## config.mk

```make
export PLATFORM = sky130hd
export DESIGN_NAME = adpll_core
export DESIGN_NICKNAME = d
export VERILOG_FILES = /design/src/logic/cfg_pkg.sv /design/src/logic/pll_types_pkg.sv /design/src/logic/adpll_core.sv /design/src/logic/gain_config_port.sv /design/src/logic/lock_detector.sv /design/src/logic/pi_loop_filter.sv /design/src/logic/phase_detector.sv
export SDC_FILE = /design/constraint.sdc
export NUM_CORES = 1
export LEC_CHECK = 0
export ABC_AREA = 1
export BUFFER_PORTS_ARGS = -buffer_cell sky130_fd_sc_hd__buf_2
export CORE_MARGIN = 3
export CORE_UTILIZATION = 55
export CTS_BUF_LIST = sky130_fd_sc_hd__clkbuf_4 sky130_fd_sc_hd__clkbuf_8
export CTS_CLUSTER_SIZE = 28
export DETAILED_ROUTE_END_ITERATION = 10
export PLACE_DENSITY_LB_ADDON = 0.25
export SKIP_LAST_GASP = 1
export SLEW_MARGIN = 20
export SYNTH_ARGS = -nofsm -noshare
export SYNTH_HDL_FRONTEND = slang
export SYNTH_SLANG_ARGS = --single-unit
```

## constraint.sdc

```tcl
create_clock -name gen_clk_i -period 4.6 [get_ports gen_clk_i]
set_clock_uncertainty 0.1 [all_clocks]
set_input_delay 0.23 -clock gen_clk_i [delete_from_list [all_inputs] [get_ports gen_clk_i]]
set_output_delay 0.23 -clock gen_clk_i [all_outputs]
set_load 0.01 [all_outputs]
```

## src/logic/cfg_pkg.sv

```systemverilog
`default_nettype none

package cfg_pkg;

	// operations on the gain configuration port
	typedef enum logic [1:0]
	{
		CFG_SET_KP       = 2'd0,
		CFG_SET_KI       = 2'd1,
		CFG_SET_LOCK_WIN = 2'd2,
		CFG_CLEAR_INT    = 2'd3
	} cfg_op_e;

	// four-phase req/ack states
	typedef enum logic [1:0]
	{
		IDLE      = 2'd0,
		ACK       = 2'd1,
		WAIT_DROP = 2'd2
	} hs_state_e;

endpackage

`default_nettype wire

```

## src/logic/pll_types_pkg.sv

```systemverilog
`default_nettype none

package pll_types_pkg;

	// phase words from the TDC
	localparam int PHASE_WIDTH_DEF = 10;

	// signed phase error after the detector
	localparam int ERROR_WIDTH_DEF = 8;

	// signed DCO control code
	localparam int DCO_CC_WIDTH_DEF = 9;

	// proportional gain, signed fixed point
	localparam int KP_WIDTH_DEF = 3;
	localparam int KP_FRAC_WIDTH_DEF = 1;

	// integral gain, signed fixed point
	localparam int KI_WIDTH_DEF = 4;
	localparam int KI_FRAC_WIDTH_DEF = 3;

	// clip status of a saturating stage
	typedef enum logic [1:0]
	{
		SAT_NONE = 2'd0,
		SAT_HIGH = 2'd1,
		SAT_LOW  = 2'd2
	} sat_mode_e;

endpackage

`default_nettype wire
```

## src/logic/adpll_core.sv

```systemverilog
`timescale 1ns/1ps
`default_nettype none

module adpll_core
	import pll_types_pkg::*;
	import cfg_pkg::*;
#(
	parameter int                  PHASE_WIDTH   = PHASE_WIDTH_DEF,
	parameter int                  ERROR_WIDTH   = ERROR_WIDTH_DEF,
	parameter int                  DCO_CC_WIDTH  = DCO_CC_WIDTH_DEF,
	parameter int                  KP_WIDTH      = KP_WIDTH_DEF,
	parameter int                  KP_FRAC_WIDTH = KP_FRAC_WIDTH_DEF,
	parameter int                  KI_WIDTH      = KI_WIDTH_DEF,
	parameter int                  KI_FRAC_WIDTH = KI_FRAC_WIDTH_DEF,
	parameter logic [KP_WIDTH-1:0] KP            = KP_WIDTH'(1),
	parameter logic [KI_WIDTH-1:0] KI            = KI_WIDTH'(1),
	parameter bit                  DYNAMIC_VAL   = 1'b0,
	parameter int                  LOCK_COUNT    = 8
)
(
	input  wire                            gen_clk_i,
	input  wire                            reset_i,
	input  wire         [PHASE_WIDTH-1:0]  ref_phase_i,
	input  wire         [PHASE_WIDTH-1:0]  fb_phase_i,
	input  wire                            cfg_req_i,
	input  cfg_op_e                        cfg_op_i,
	input  wire         [7:0]              cfg_data_i,
	output logic                           cfg_ack_o,
	output logic signed [DCO_CC_WIDTH-1:0] dco_cc_o,
	output logic                           lock_o
);

	logic signed [ERROR_WIDTH-1:0] error_w;
	logic        [KP_WIDTH-1:0]    kp_w;
	logic        [KI_WIDTH-1:0]    ki_w;
	logic        [7:0]             lock_win_w;
	logic                          int_clear_w;

	phase_detector #(
		.PHASE_WIDTH (PHASE_WIDTH),
		.ERROR_WIDTH (ERROR_WIDTH)
	) u_phase_detector (
		.gen_clk_i   (gen_clk_i),
		.reset_i     (reset_i),
		.ref_phase_i (ref_phase_i),
		.fb_phase_i  (fb_phase_i),
		.error_o     (error_w)
	);

	pi_loop_filter #(
		.ERROR_WIDTH   (ERROR_WIDTH),
		.DCO_CC_WIDTH  (DCO_CC_WIDTH),
		.KP_WIDTH      (KP_WIDTH),
		.KP_FRAC_WIDTH (KP_FRAC_WIDTH),
		.KI_WIDTH      (KI_WIDTH),
		.KI_FRAC_WIDTH (KI_FRAC_WIDTH),
		.KP            (KP),
		.KI            (KI),
		.DYNAMIC_VAL   (DYNAMIC_VAL)
	) u_pi_loop_filter (
		.gen_clk_i   (gen_clk_i),
		.reset_i     (reset_i),
		.error_i     (error_w),
		.kp_i        (kp_w),
		.ki_i        (ki_w),
		.int_clear_i (int_clear_w),
		.dco_cc_o    (dco_cc_o)
	);

	// lock watch runs in parallel with the filter
	lock_detector #(
		.ERROR_WIDTH (ERROR_WIDTH),
		.LOCK_COUNT  (LOCK_COUNT)
	) u_lock_detector (
		.gen_clk_i  (gen_clk_i),
		.reset_i    (reset_i),
		.error_i    (error_w),
		.lock_win_i (lock_win_w),
		.lock_o     (lock_o)
	);

	gain_config_port #(
		.KP_WIDTH (KP_WIDTH),
		.KI_WIDTH (KI_WIDTH),
		.KP       (KP),
		.KI       (KI)
	) u_gain_config_port (
		.gen_clk_i   (gen_clk_i),
		.reset_i     (reset_i),
		.cfg_req_i   (cfg_req_i),
		.cfg_op_i    (cfg_op_i),
		.cfg_data_i  (cfg_data_i),
		.cfg_ack_o   (cfg_ack_o),
		.kp_o        (kp_w),
		.ki_o        (ki_w),
		.lock_win_o  (lock_win_w),
		.int_clear_o (int_clear_w)
	);

endmodule

`default_nettype wire

```

## src/logic/gain_config_port.sv

```systemverilog
`timescale 1ns/1ps
`default_nettype none

module gain_config_port
	import cfg_pkg::*;
#(
	parameter int                  KP_WIDTH = 3,
	parameter int                  KI_WIDTH = 4,
	parameter logic [KP_WIDTH-1:0] KP       = KP_WIDTH'(1),
	parameter logic [KI_WIDTH-1:0] KI       = KI_WIDTH'(1)
)
(
	input  wire                 gen_clk_i,
	input  wire                 reset_i,
	input  wire                 cfg_req_i,
	input  cfg_op_e             cfg_op_i,
	input  wire  [7:0]          cfg_data_i,
	output logic                cfg_ack_o,
	output logic [KP_WIDTH-1:0] kp_o,
	output logic [KI_WIDTH-1:0] ki_o,
	output logic [7:0]          lock_win_o,
	output logic                int_clear_o
);

	localparam logic [7:0] LOCK_WIN_RESET = 8'd4;

	hs_state_e             state_r;
	logic [KP_WIDTH-1:0]   kp_r;
	logic [KI_WIDTH-1:0]   ki_r;
	logic [7:0]            lock_win_r;
	logic                  int_clear_r;

	always_ff @(posedge gen_clk_i or posedge reset_i)
	begin
		if (reset_i)
		begin
			state_r     <= IDLE;
			kp_r        <= KP;
			ki_r        <= KI;
			lock_win_r  <= LOCK_WIN_RESET;
			int_clear_r <= 1'b0;
		end
		else
		begin
			// clear is a single-cycle pulse
			int_clear_r <= 1'b0;
			case (state_r)
				IDLE:
				begin
					if (cfg_req_i)
					begin
						state_r <= ACK;
						// op and data are stable while req is high
						case (cfg_op_i)
							CFG_SET_KP:       kp_r        <= cfg_data_i[KP_WIDTH-1:0];
							CFG_SET_KI:       ki_r        <= cfg_data_i[KI_WIDTH-1:0];
							CFG_SET_LOCK_WIN: lock_win_r  <= cfg_data_i;
							default:          int_clear_r <= 1'b1;
						endcase
					end
				end
				ACK:
				begin
					if (cfg_req_i)
						state_r <= WAIT_DROP;
					else
						state_r <= IDLE;
				end
				WAIT_DROP:
				begin
					if (!cfg_req_i)
						state_r <= IDLE;
				end
				default:
				begin
					state_r <= IDLE;
				end
			endcase
		end
	end

	// ack follows the registered state
	assign cfg_ack_o   = (state_r != IDLE);
	assign kp_o        = kp_r;
	assign ki_o        = ki_r;
	assign lock_win_o  = lock_win_r;
	assign int_clear_o = int_clear_r;

endmodule

`default_nettype wire

```

## src/logic/lock_detector.sv

```systemverilog
`timescale 1ns/1ps
`default_nettype none

module lock_detector #(
	parameter int ERROR_WIDTH = 8,
	parameter int LOCK_COUNT  = 8
)
(
	input  wire                          gen_clk_i,
	input  wire                          reset_i,
	input  wire signed [ERROR_WIDTH-1:0] error_i,
	input  wire        [7:0]             lock_win_i,
	output logic                         lock_o
);

	localparam int CNT_WIDTH = $clog2(LOCK_COUNT + 1);

	logic [ERROR_WIDTH-1:0] mag_c;
	logic                   in_win_c;
	logic [CNT_WIDTH-1:0]   run_cnt_r;
	logic                   lock_r;

	// unsigned magnitude, the most negative error still fits
	assign mag_c    = error_i[ERROR_WIDTH-1] ? (~error_i + 1'b1) : error_i;
	assign in_win_c = (mag_c <= lock_win_i);

	always_ff @(posedge gen_clk_i or posedge reset_i)
	begin
		if (reset_i)
		begin
			run_cnt_r <= '0;
			lock_r    <= 1'b0;
		end
		else if (in_win_c)
		begin
			// run counter holds once the full count is reached
			if (run_cnt_r < CNT_WIDTH'(LOCK_COUNT))
				run_cnt_r <= run_cnt_r + 1'b1;
			// this sample completes the run
			if (run_cnt_r >= CNT_WIDTH'(LOCK_COUNT - 1))
				lock_r <= 1'b1;
		end
		else
		begin
			run_cnt_r <= '0;
			lock_r    <= 1'b0;
		end
	end

	assign lock_o = lock_r;

endmodule

`default_nettype wire

```

## src/logic/pi_loop_filter.sv

```systemverilog
`timescale 1ns/1ps
`default_nettype none

module pi_loop_filter
	import pll_types_pkg::*;
#(
	parameter int                  ERROR_WIDTH   = 8,
	parameter int                  DCO_CC_WIDTH  = 9,
	parameter int                  KP_WIDTH      = 3,
	parameter int                  KP_FRAC_WIDTH = 1,
	parameter int                  KI_WIDTH      = 4,
	parameter int                  KI_FRAC_WIDTH = 3,
	parameter logic [KP_WIDTH-1:0] KP            = KP_WIDTH'(1),
	parameter logic [KI_WIDTH-1:0] KI            = KI_WIDTH'(1),
	parameter bit                  DYNAMIC_VAL   = 1'b0
)
(
	input  wire                           gen_clk_i,
	input  wire                           reset_i,
	input  wire signed  [ERROR_WIDTH-1:0] error_i,
	input  wire         [KP_WIDTH-1:0]    kp_i,
	input  wire         [KI_WIDTH-1:0]    ki_i,
	input  wire                           int_clear_i,
	output logic signed [DCO_CC_WIDTH-1:0] dco_cc_o
);

	// both products end up with KI_FRAC_WIDTH fractional bits
	localparam int KP_PROD_WIDTH = ERROR_WIDTH + KP_WIDTH;
	localparam int KI_PROD_WIDTH = ERROR_WIDTH + KI_WIDTH;
	localparam int P_WIDTH       = KP_PROD_WIDTH + KI_FRAC_WIDTH - KP_FRAC_WIDTH;
	localparam int ACC_WIDTH     = ERROR_WIDTH + KI_WIDTH + 2;
	localparam int SUM_WIDTH     = ((P_WIDTH > ACC_WIDTH) ? P_WIDTH : ACC_WIDTH) + 1;

	localparam logic signed [ACC_WIDTH-1:0] ACC_MAX = {1'b0, {(ACC_WIDTH-1){1'b1}}};
	localparam logic signed [ACC_WIDTH-1:0] ACC_MIN = {1'b1, {(ACC_WIDTH-1){1'b0}}};
	localparam logic signed [DCO_CC_WIDTH-1:0] CC_MAX = {1'b0, {(DCO_CC_WIDTH-1){1'b1}}};
	localparam logic signed [DCO_CC_WIDTH-1:0] CC_MIN = {1'b1, {(DCO_CC_WIDTH-1){1'b0}}};

	logic signed [KP_WIDTH-1:0]      kp_sel_c;
	logic signed [KI_WIDTH-1:0]      ki_sel_c;
	logic signed [KP_PROD_WIDTH-1:0] kp_prod_c;
	logic signed [KI_PROD_WIDTH-1:0] ki_prod_c;
	logic signed [P_WIDTH-1:0]       p_term_c;
	logic signed [ACC_WIDTH:0]       acc_sum_c;
	sat_mode_e                       acc_sat_c;
	logic signed [ACC_WIDTH-1:0]     acc_next_c;
	logic signed [ACC_WIDTH-1:0]     acc_r;
	logic signed [SUM_WIDTH-1:0]     sum_c;
	logic signed [SUM_WIDTH-1:0]     shift_c;
	sat_mode_e                       cc_sat_c;
	logic signed [DCO_CC_WIDTH-1:0]  cc_c;
	logic signed [DCO_CC_WIDTH-1:0]  cc_r;

	// gains are two's complement fixed point
	assign kp_sel_c = DYNAMIC_VAL ? kp_i : KP;
	assign ki_sel_c = DYNAMIC_VAL ? ki_i : KI;

	assign kp_prod_c = error_i * kp_sel_c;
	assign ki_prod_c = error_i * ki_sel_c;

	// realign kp product to the ki fraction
	assign p_term_c = kp_prod_c <<< (KI_FRAC_WIDTH - KP_FRAC_WIDTH);

	assign acc_sum_c = acc_r + ki_prod_c;

	always_comb
	begin
		if (acc_sum_c > ACC_MAX)
			acc_sat_c = SAT_HIGH;
		else if (acc_sum_c < ACC_MIN)
			acc_sat_c = SAT_LOW;
		else
			acc_sat_c = SAT_NONE;
	end

	always_comb
	begin
		case (acc_sat_c)
			SAT_HIGH: acc_next_c = ACC_MAX;
			SAT_LOW:  acc_next_c = ACC_MIN;
			default:  acc_next_c = acc_sum_c[ACC_WIDTH-1:0];
		endcase
		// clear drops the integral term from this update too
		if (int_clear_i)
			acc_next_c = '0;
	end

	// current sample already sits in acc_next_c
	assign sum_c   = p_term_c + acc_next_c;
	assign shift_c = sum_c >>> KI_FRAC_WIDTH;

	always_comb
	begin
		if (shift_c > CC_MAX)
			cc_sat_c = SAT_HIGH;
		else if (shift_c < CC_MIN)
			cc_sat_c = SAT_LOW;
		else
			cc_sat_c = SAT_NONE;
	end

	always_comb
	begin
		case (cc_sat_c)
			SAT_HIGH: cc_c = CC_MAX;
			SAT_LOW:  cc_c = CC_MIN;
			default:  cc_c = shift_c[DCO_CC_WIDTH-1:0];
		endcase
	end

	always_ff @(posedge gen_clk_i or posedge reset_i)
	begin
		if (reset_i)
		begin
			acc_r <= '0;
			cc_r  <= '0;
		end
		else
		begin
			acc_r <= acc_next_c;
			cc_r  <= cc_c;
		end
	end

	assign dco_cc_o = cc_r;

endmodule

`default_nettype wire

```

## src/logic/phase_detector.sv

```systemverilog
`timescale 1ns/1ps
`default_nettype none

module phase_detector
	import pll_types_pkg::*;
#(
	parameter int PHASE_WIDTH = 10,
	parameter int ERROR_WIDTH = 8
)
(
	input  wire                          gen_clk_i,
	input  wire                          reset_i,
	input  wire        [PHASE_WIDTH-1:0] ref_phase_i,
	input  wire        [PHASE_WIDTH-1:0] fb_phase_i,
	output logic signed [ERROR_WIDTH-1:0] error_o
);

	localparam logic signed [ERROR_WIDTH-1:0] ERR_MAX = {1'b0, {(ERROR_WIDTH-1){1'b1}}};
	localparam logic signed [ERROR_WIDTH-1:0] ERR_MIN = {1'b1, {(ERROR_WIDTH-1){1'b0}}};

	logic signed [PHASE_WIDTH-1:0] diff_c;
	sat_mode_e                     sat_c;
	logic signed [ERROR_WIDTH-1:0] error_c;
	logic signed [ERROR_WIDTH-1:0] error_r;

	// difference wraps modulo 2**PHASE_WIDTH, bits then read as signed
	assign diff_c = ref_phase_i - fb_phase_i;

	always_comb
	begin
		if (diff_c > ERR_MAX)
			sat_c = SAT_HIGH;
		else if (diff_c < ERR_MIN)
			sat_c = SAT_LOW;
		else
			sat_c = SAT_NONE;
	end

	always_comb
	begin
		case (sat_c)
			SAT_HIGH: error_c = ERR_MAX;
			SAT_LOW:  error_c = ERR_MIN;
			default:  error_c = diff_c[ERROR_WIDTH-1:0];
		endcase
	end

	always_ff @(posedge gen_clk_i or posedge reset_i)
	begin
		if (reset_i)
			error_r <= '0;
		else
			error_r <= error_c;
	end

	assign error_o = error_r;

endmodule

`default_nettype wire

```

Word level (Yosys, flattened, before mapping)
Index checks and enable logic that the tools add are counted.

Input bits: 33. Flip-flop bits (word level): 47. Output and inout port bits: 11.

Bitwise operators: 1. Reductions and logical operators: 6. Eq/ne operators: 14. Add/subtract/negate cells: 5. $lt $le $gt $ge: 9. Muxes and demuxes: 22.

Operators with widths (count): 14-bit one-hot mux with 2 select lines (1); 2-bit 2-to-1 mux (9); 9-bit one-hot mux with 2 select lines (1); 8-bit one-hot mux with 2 select lines (1); 10-bit by 14-bit adder with 15-bit output (1); 14-bit by 8-bit adder with 15-bit output (1); 15-bit by 14-bit > comparator with 1-bit output (second input constant) (1); 15-bit by 14-bit < comparator with 1-bit output (second input constant) (1); 14-bit 2-to-1 mux (1); 12-bit by 9-bit > comparator with 1-bit output (second input constant) (1); 12-bit by 9-bit < comparator with 1-bit output (second input constant) (1); 2-bit by 1-bit equality test with 1-bit output (second input constant) (5); 2-bit equality test (second input constant) (5); 10-bit by 8-bit > comparator with 1-bit output (second input constant) (1); 10-bit by 8-bit < comparator with 1-bit output (second input constant) (1); 10-bit subtractor (1); 8-bit by 1-bit adder with 8-bit output (second input constant) (1); 8-bit <= comparator (1); 4-bit 2-to-1 mux (2); 8-bit 2-to-1 mux (1); 2-bit != test (second input constant) (4); 8-bit NOT (1); 2-bit one-hot mux with 3 select lines (1); 1-bit 2-to-1 mux (5); 8 further kinds (9).

Depth between registers and ports, before layout
Depth after elaboration: 13. Gate-level depth with buffers: 30. Depth with buffers taken out: 29.

By module
A second synthesis with hierarchy kept.

Cells, all modules: 576. Area, all modules: 4435.5 µm².

Modules (own cells, without submodules): pi_loop_filter (seq. area each 575.6 µm², area an instance 2157.1 µm², cells each 286, times used 1); phase_detector (seq. area each 200.2 µm², area an instance 830.8 µm², cells each 123, times used 1); gain_config_port (seq. area each 454.2 µm², area an instance 817.0 µm², cells each 83, times used 1); lock_detector (seq. area each 125.1 µm², area an instance 630.6 µm², cells each 84, times used 1).

Worst setup path after synthesis
Ideal clock, no wire load.

Path type: reg-to-reg. Start point: reg u_phase_detector.error_r[0], in the netlist u_phase_detector.error_o[0]. End point: reg u_pi_loop_filter.cc_r[1], in the netlist u_pi_loop_filter.dco_cc_o[1]. Arrival: 3.767 ns. Data required time: 4.435 ns. Slack: 0.668 ns. Stages on the path, launching flop included: 31. Cells stage by stage: dfrtp_1 ha_1 fa_1 nand2_1 nand3_1 nand3_1 nand2_4 nand2_1 nand2_1 nand2_1 nand2_2 nand2_2 nand2_1 clkbuf_1 o21ai_0 inv_1 fa_1 nand3_1 nand2_1 nand2_1 nand2_1 nand2_1 nand2_1 a21oi_1 xor2_1 inv_1 nor2_1 nand3_2 nand2_4 nand2_1 nand2_1.

Word-level cells in the longest chain between the ends: 13.

Ends and longest elaborated chain: start: declaration (line phase_detector.sv:24) `logic signed [ERROR_WIDTH-1:0] error_r;`; start signal: assignment (line phase_detector.sv:53) `error_r <= error_c;`; 14-bit by 8-bit adder with 15-bit output * (line pi_loop_filter.sv:64) `assign acc_sum_c = acc_r + ki_prod_c;`; 15-bit by 14-bit < comparator with 1-bit output (line pi_loop_filter.sv:70) `else if (acc_sum_c < ACC_MIN)`; 2-bit 2-to-1 mux (line pi_loop_filter.sv:70); 2-bit 2-to-1 mux (line pi_loop_filter.sv:68) `if (acc_sum_c > ACC_MAX)`; 2-bit equality test / 2-bit by 1-bit equality test with 1-bit output (equally long branches) (line pi_loop_filter.sv:78) `case (acc_sat_c)`; 14-bit one-hot mux with 2 select lines * (line pi_loop_filter.sv:78); 14-bit 2-to-1 mux * (line pi_loop_filter.sv:84) `if (int_clear_i)`; net u_pi_loop_filter.acc_next_c[3] (line pi_loop_filter.sv:46) `logic signed [ACC_WIDTH-1:0] acc_next_c;`; 10-bit by 14-bit adder with 15-bit output * (line pi_loop_filter.sv:89) `assign sum_c = p_term_c + acc_next_c;`; 12-bit by 9-bit < comparator with 1-bit output (line pi_loop_filter.sv:96) `else if (shift_c < CC_MIN)`; 2-bit 2-to-1 mux (line pi_loop_filter.sv:96); 2-bit 2-to-1 mux (line pi_loop_filter.sv:94) `if (shift_c > CC_MAX)`; 2-bit equality test / 2-bit by 1-bit equality test with 1-bit output (equally long branches) (line pi_loop_filter.sv:104) `case (cc_sat_c)`; 9-bit one-hot mux with 2 select lines * (line pi_loop_filter.sv:104); net u_pi_loop_filter.cc_c[1] (line pi_loop_filter.sv:51) `logic signed [DCO_CC_WIDTH-1:0] cc_c;`; end signal: assignment (line pi_loop_filter.sv:116) `cc_r <= '0;`; end signal: assignment (line pi_loop_filter.sv:121) `cc_r <= cc_c;`; end: declaration (line pi_loop_filter.sv:52) `logic signed [DCO_CC_WIDTH-1:0] cc_r;`.

Mark *: on every way through the listed nets, which the timed path passes. The rest lies on a longest branch. A chain may end at the register's enable or synchronous reset.

Final worst setup path
Start point: reg u_phase_detector.error_r[0], in the netlist u_phase_detector.error_o[0]. End point: reg u_pi_loop_filter.cc_r[3], in the netlist u_pi_loop_filter.dco_cc_o[3].

Same word-level chain as after synthesis.

==> results.md <==
* Number of remaining DRC errors at 0
* CP startpoint kind: register
* Nets at 602
* Hpwl dp at 5.73 mm
* Seq cells post-synth at 47
* Clk pin slew, worst setup/hold paths at 0.09 ns
* Initial drt markers at 141
* Commonest non-fill, non-tap cell in the layout: nand2_1
* Largest net degree at the start of global routing at 48
* PortBufs at 43
* Synth Warn # at 0
* Setup violations, final at 0
* Avg Vias per Cell at 5.08
* Cell variety after synth at 35
* Setup TNS at 0 ns
* Htree depth at 2
* Setup WS post-layout at 0.411 ns
* RSZ-0062 raised after global routing: no
* # rows at 29
* DRT antenna net count at 0
* Max-cap violations at 0
* Most common flop cell mapped by yosys: dfrtp_1
* Post-Synth Simple-Gate Area at 21.9%
* Post-synthesis compound-gate area fraction at 12.2%
* Mux share of post-synthesis cell area at 0.307%
* FFs w/ async S/R, synth at 100%
* Ant diodes at 0
* FMAX at 239 MHz
* Mean Syn Cell Area at 7.78 µm²
* Area leader, netlist: dfrtp_1
* Relative slew slack at 36.3%
* Crit Path Category: reg2reg
* Share of the synthesized area in the top cell type at 31.4%
* Register area at 1180 µm²
* Clock sink count at 47
* GRT Total Usage at 20.4%
* Share of cells above drive strength 1 at 15.9%
* Inserted Clock Buffers at 5
* Die Ht at 87.6 µm
* Cell Area, Synth at 3660 µm²
* Clock root cell: clkbuf_8
* Leading cell types in the layout, fill and taps excluded: nand2_1 (99), inv_1 (75), dfrtp_1 (45), ha_1 (44), buf_2 (43)
* CP max stage delay at 0.45 ns
* Register area share after synthesis at 32.1%
* Antenna violations before repair at 0
* EDFF count, synth at 0
* First-pass GRT wire length at 12.6 mm
* I/O pin cnt at 44
* Filler cells at 556
* Tcrit/Tclk final at 91.1%
* Synth area leaders: dfrtp_1 (31%), ha_1 (15%), nand2_1 (10%)
* Avg WL per Cell at 12.0 µm
* Grt total ovfl at 0
* Multi-input gate area at 2180 µm²
* Fin crit period at 4.19 ns
* Starting density of the core at 57.3%
* Total core area at 6390 µm²
* CP arrival at 4.33 ns
* DRT Pass-1 Iters at 4
* Die Wd at 87.6 µm
* TritonCTS clock tree: done
* Total wire length at 7.19 mm
* CP max stage cell: dfrtp_2
* Net Count, Synth at 551
* Worst-Skew Late Latency at 0.30 ns
* Outcome: finished, final reports clean
* Setup crit end kind: register
* Pre-CTS setup slack at 0.282 ns
* Vias in the first global route at 2892
* XOR/XNOR share of the synthesized area at 8.37%
* Fin. Hold Viols at 0
* Routed via count at 3046
* CP dominant cell by count: nand2_1
* WP data required at 4.74 ns
* Routability Congestion at 0.828
* CTS Buffer Depth at 2
* Post-Synth Adder-Cell Area at 16.7%
* Critical-path maximum fanout at 12
* Die ar. at 7670 µm²
* Fin. max-slew vios at 0
* Area grow syn2layout at 11.7%
* Least-Margin Pin Slew at 0.954 ns
* Largest family of logic cells by synthesized area: simple AND/OR/NAND/NOR gates
* Worst Hold Class: in2async
* Post-Synthesis Cells at 471
* CTS Hold Bufs at 0
-- worst max-delay path, delay by kind of cell (launching register included) --
kind                       cells  cell delay, ns
and+or+nand+nor               21            1.87
adders and majority gates      3            1.07
DFF                            1            0.45
AOI/OAI and AO/OA              2            0.31
buffers and inverters          2            0.17
xor gates and xnor gates       1            0.16
-- registers in the layout, indices dropped and copies added, names as in the netlist --
signal and count:
u_gain_config_port.lock_win_o 8, u_gain_config_port.state_r 2, u_pi_loop_filter.acc_r 14, u_pi_loop_filter.dco_cc_o 9, u_phase_detector.error_o 8, u_gain_config_port.int_clear_o 1
u_lock_detector.lock_o 1, u_lock_detector.run_cnt_r 4
-- through the flow --
step / std cells / instance area (µm²) / hold slack, ns / utilization [%]
finish: 600 / 4090 / 0.0356 / 64.0
global placement: 589 / 3970 / 0.327 / 62.2
floorplan: 471 / 3660 / 0.235 / -
global route: 600 / 4090 / 0.0428 / 64.0
detailed placement: 589 / 3970 / 0.336 / 62.2
CTS: 597 / 4060 / 0.0433 / 63.6
-- cells in the mapped netlist (4+ instances only) --
cell type	n
a21oi_1	42
a31oi_1	4
dfrtp_1	46
ha_1	44
inv_1	76
nand2_1	100
nand2_2	8
nand3_1	15
nor2_1	31
nor3_1	4
o21ai_0	24
xnor2_1	14
xor2_1	21
-- per-layer routing --
layer | global-route usage (%) | vias to the layer above | part of all wire [%]
met3 | 2.54 | 6 | 2.6
li1 | - | 1620 | -
met5 | 0 | - | 0
met2 | 35.2 | 43 | 48
met4 | 5.02 | 0 | 1.1
met1 | 27.4 | 1377 | 48
-- repair_timing --
action / CTS / global route
endpoints found under the setup margin: 0 / 8
buffers inserted: 0 / 3
resized for setup: 0 / 4
-- area by class of cell --
type | count | area share [%]
Multi-Input combinational cell | 342 | 53.4
Sequential cell | 47 | 28.8
Inverter | 79 | 7.25
Timing Repair Buffer | 47 | 6.00
Tap cell | 77 | 2.36
Clock buffer | 6 | 1.87
Clock inverter | 2 | 0.306
-- worst paths after layout --
check	from	endpoint	slack (ns)	cells past startpoint
min reg2reg	u_gain_config_port.state_r[1]	u_gain_config_port.state_r[1]	0.35	1
max in group asynchronous	reset_i	u_phase_detector.error_o[0]	3.71	2
max	u_phase_detector.error_o[0]	u_pi_loop_filter.dco_cc_o[3]	0.41	29
max reg2reg	u_phase_detector.error_o[0]	u_pi_loop_filter.dco_cc_o[3]	0.41	29
min in group gen_clk_i	cfg_op_i[1]	u_gain_config_port.int_clear_o	0.05	3
min	reset_i	u_gain_config_port.lock_win_o[3]	0.04	2
-- logic make-up (layout without fill, tap and decap cells) --
kind of cell               count (synthesis)  in the layout
and+or+nand+nor                          178            178
buffers and inverters                     82            134
AOI/OAI and AO/OA                         81             81
adders and majority gates                 47             47
DFF                                       47             47
xor gates and xnor gates                  35             35
muxes                                      1              1
Power is not shown: default switching activity piles up to over one toggle a cycle in this logic, so the estimate is an artifact.
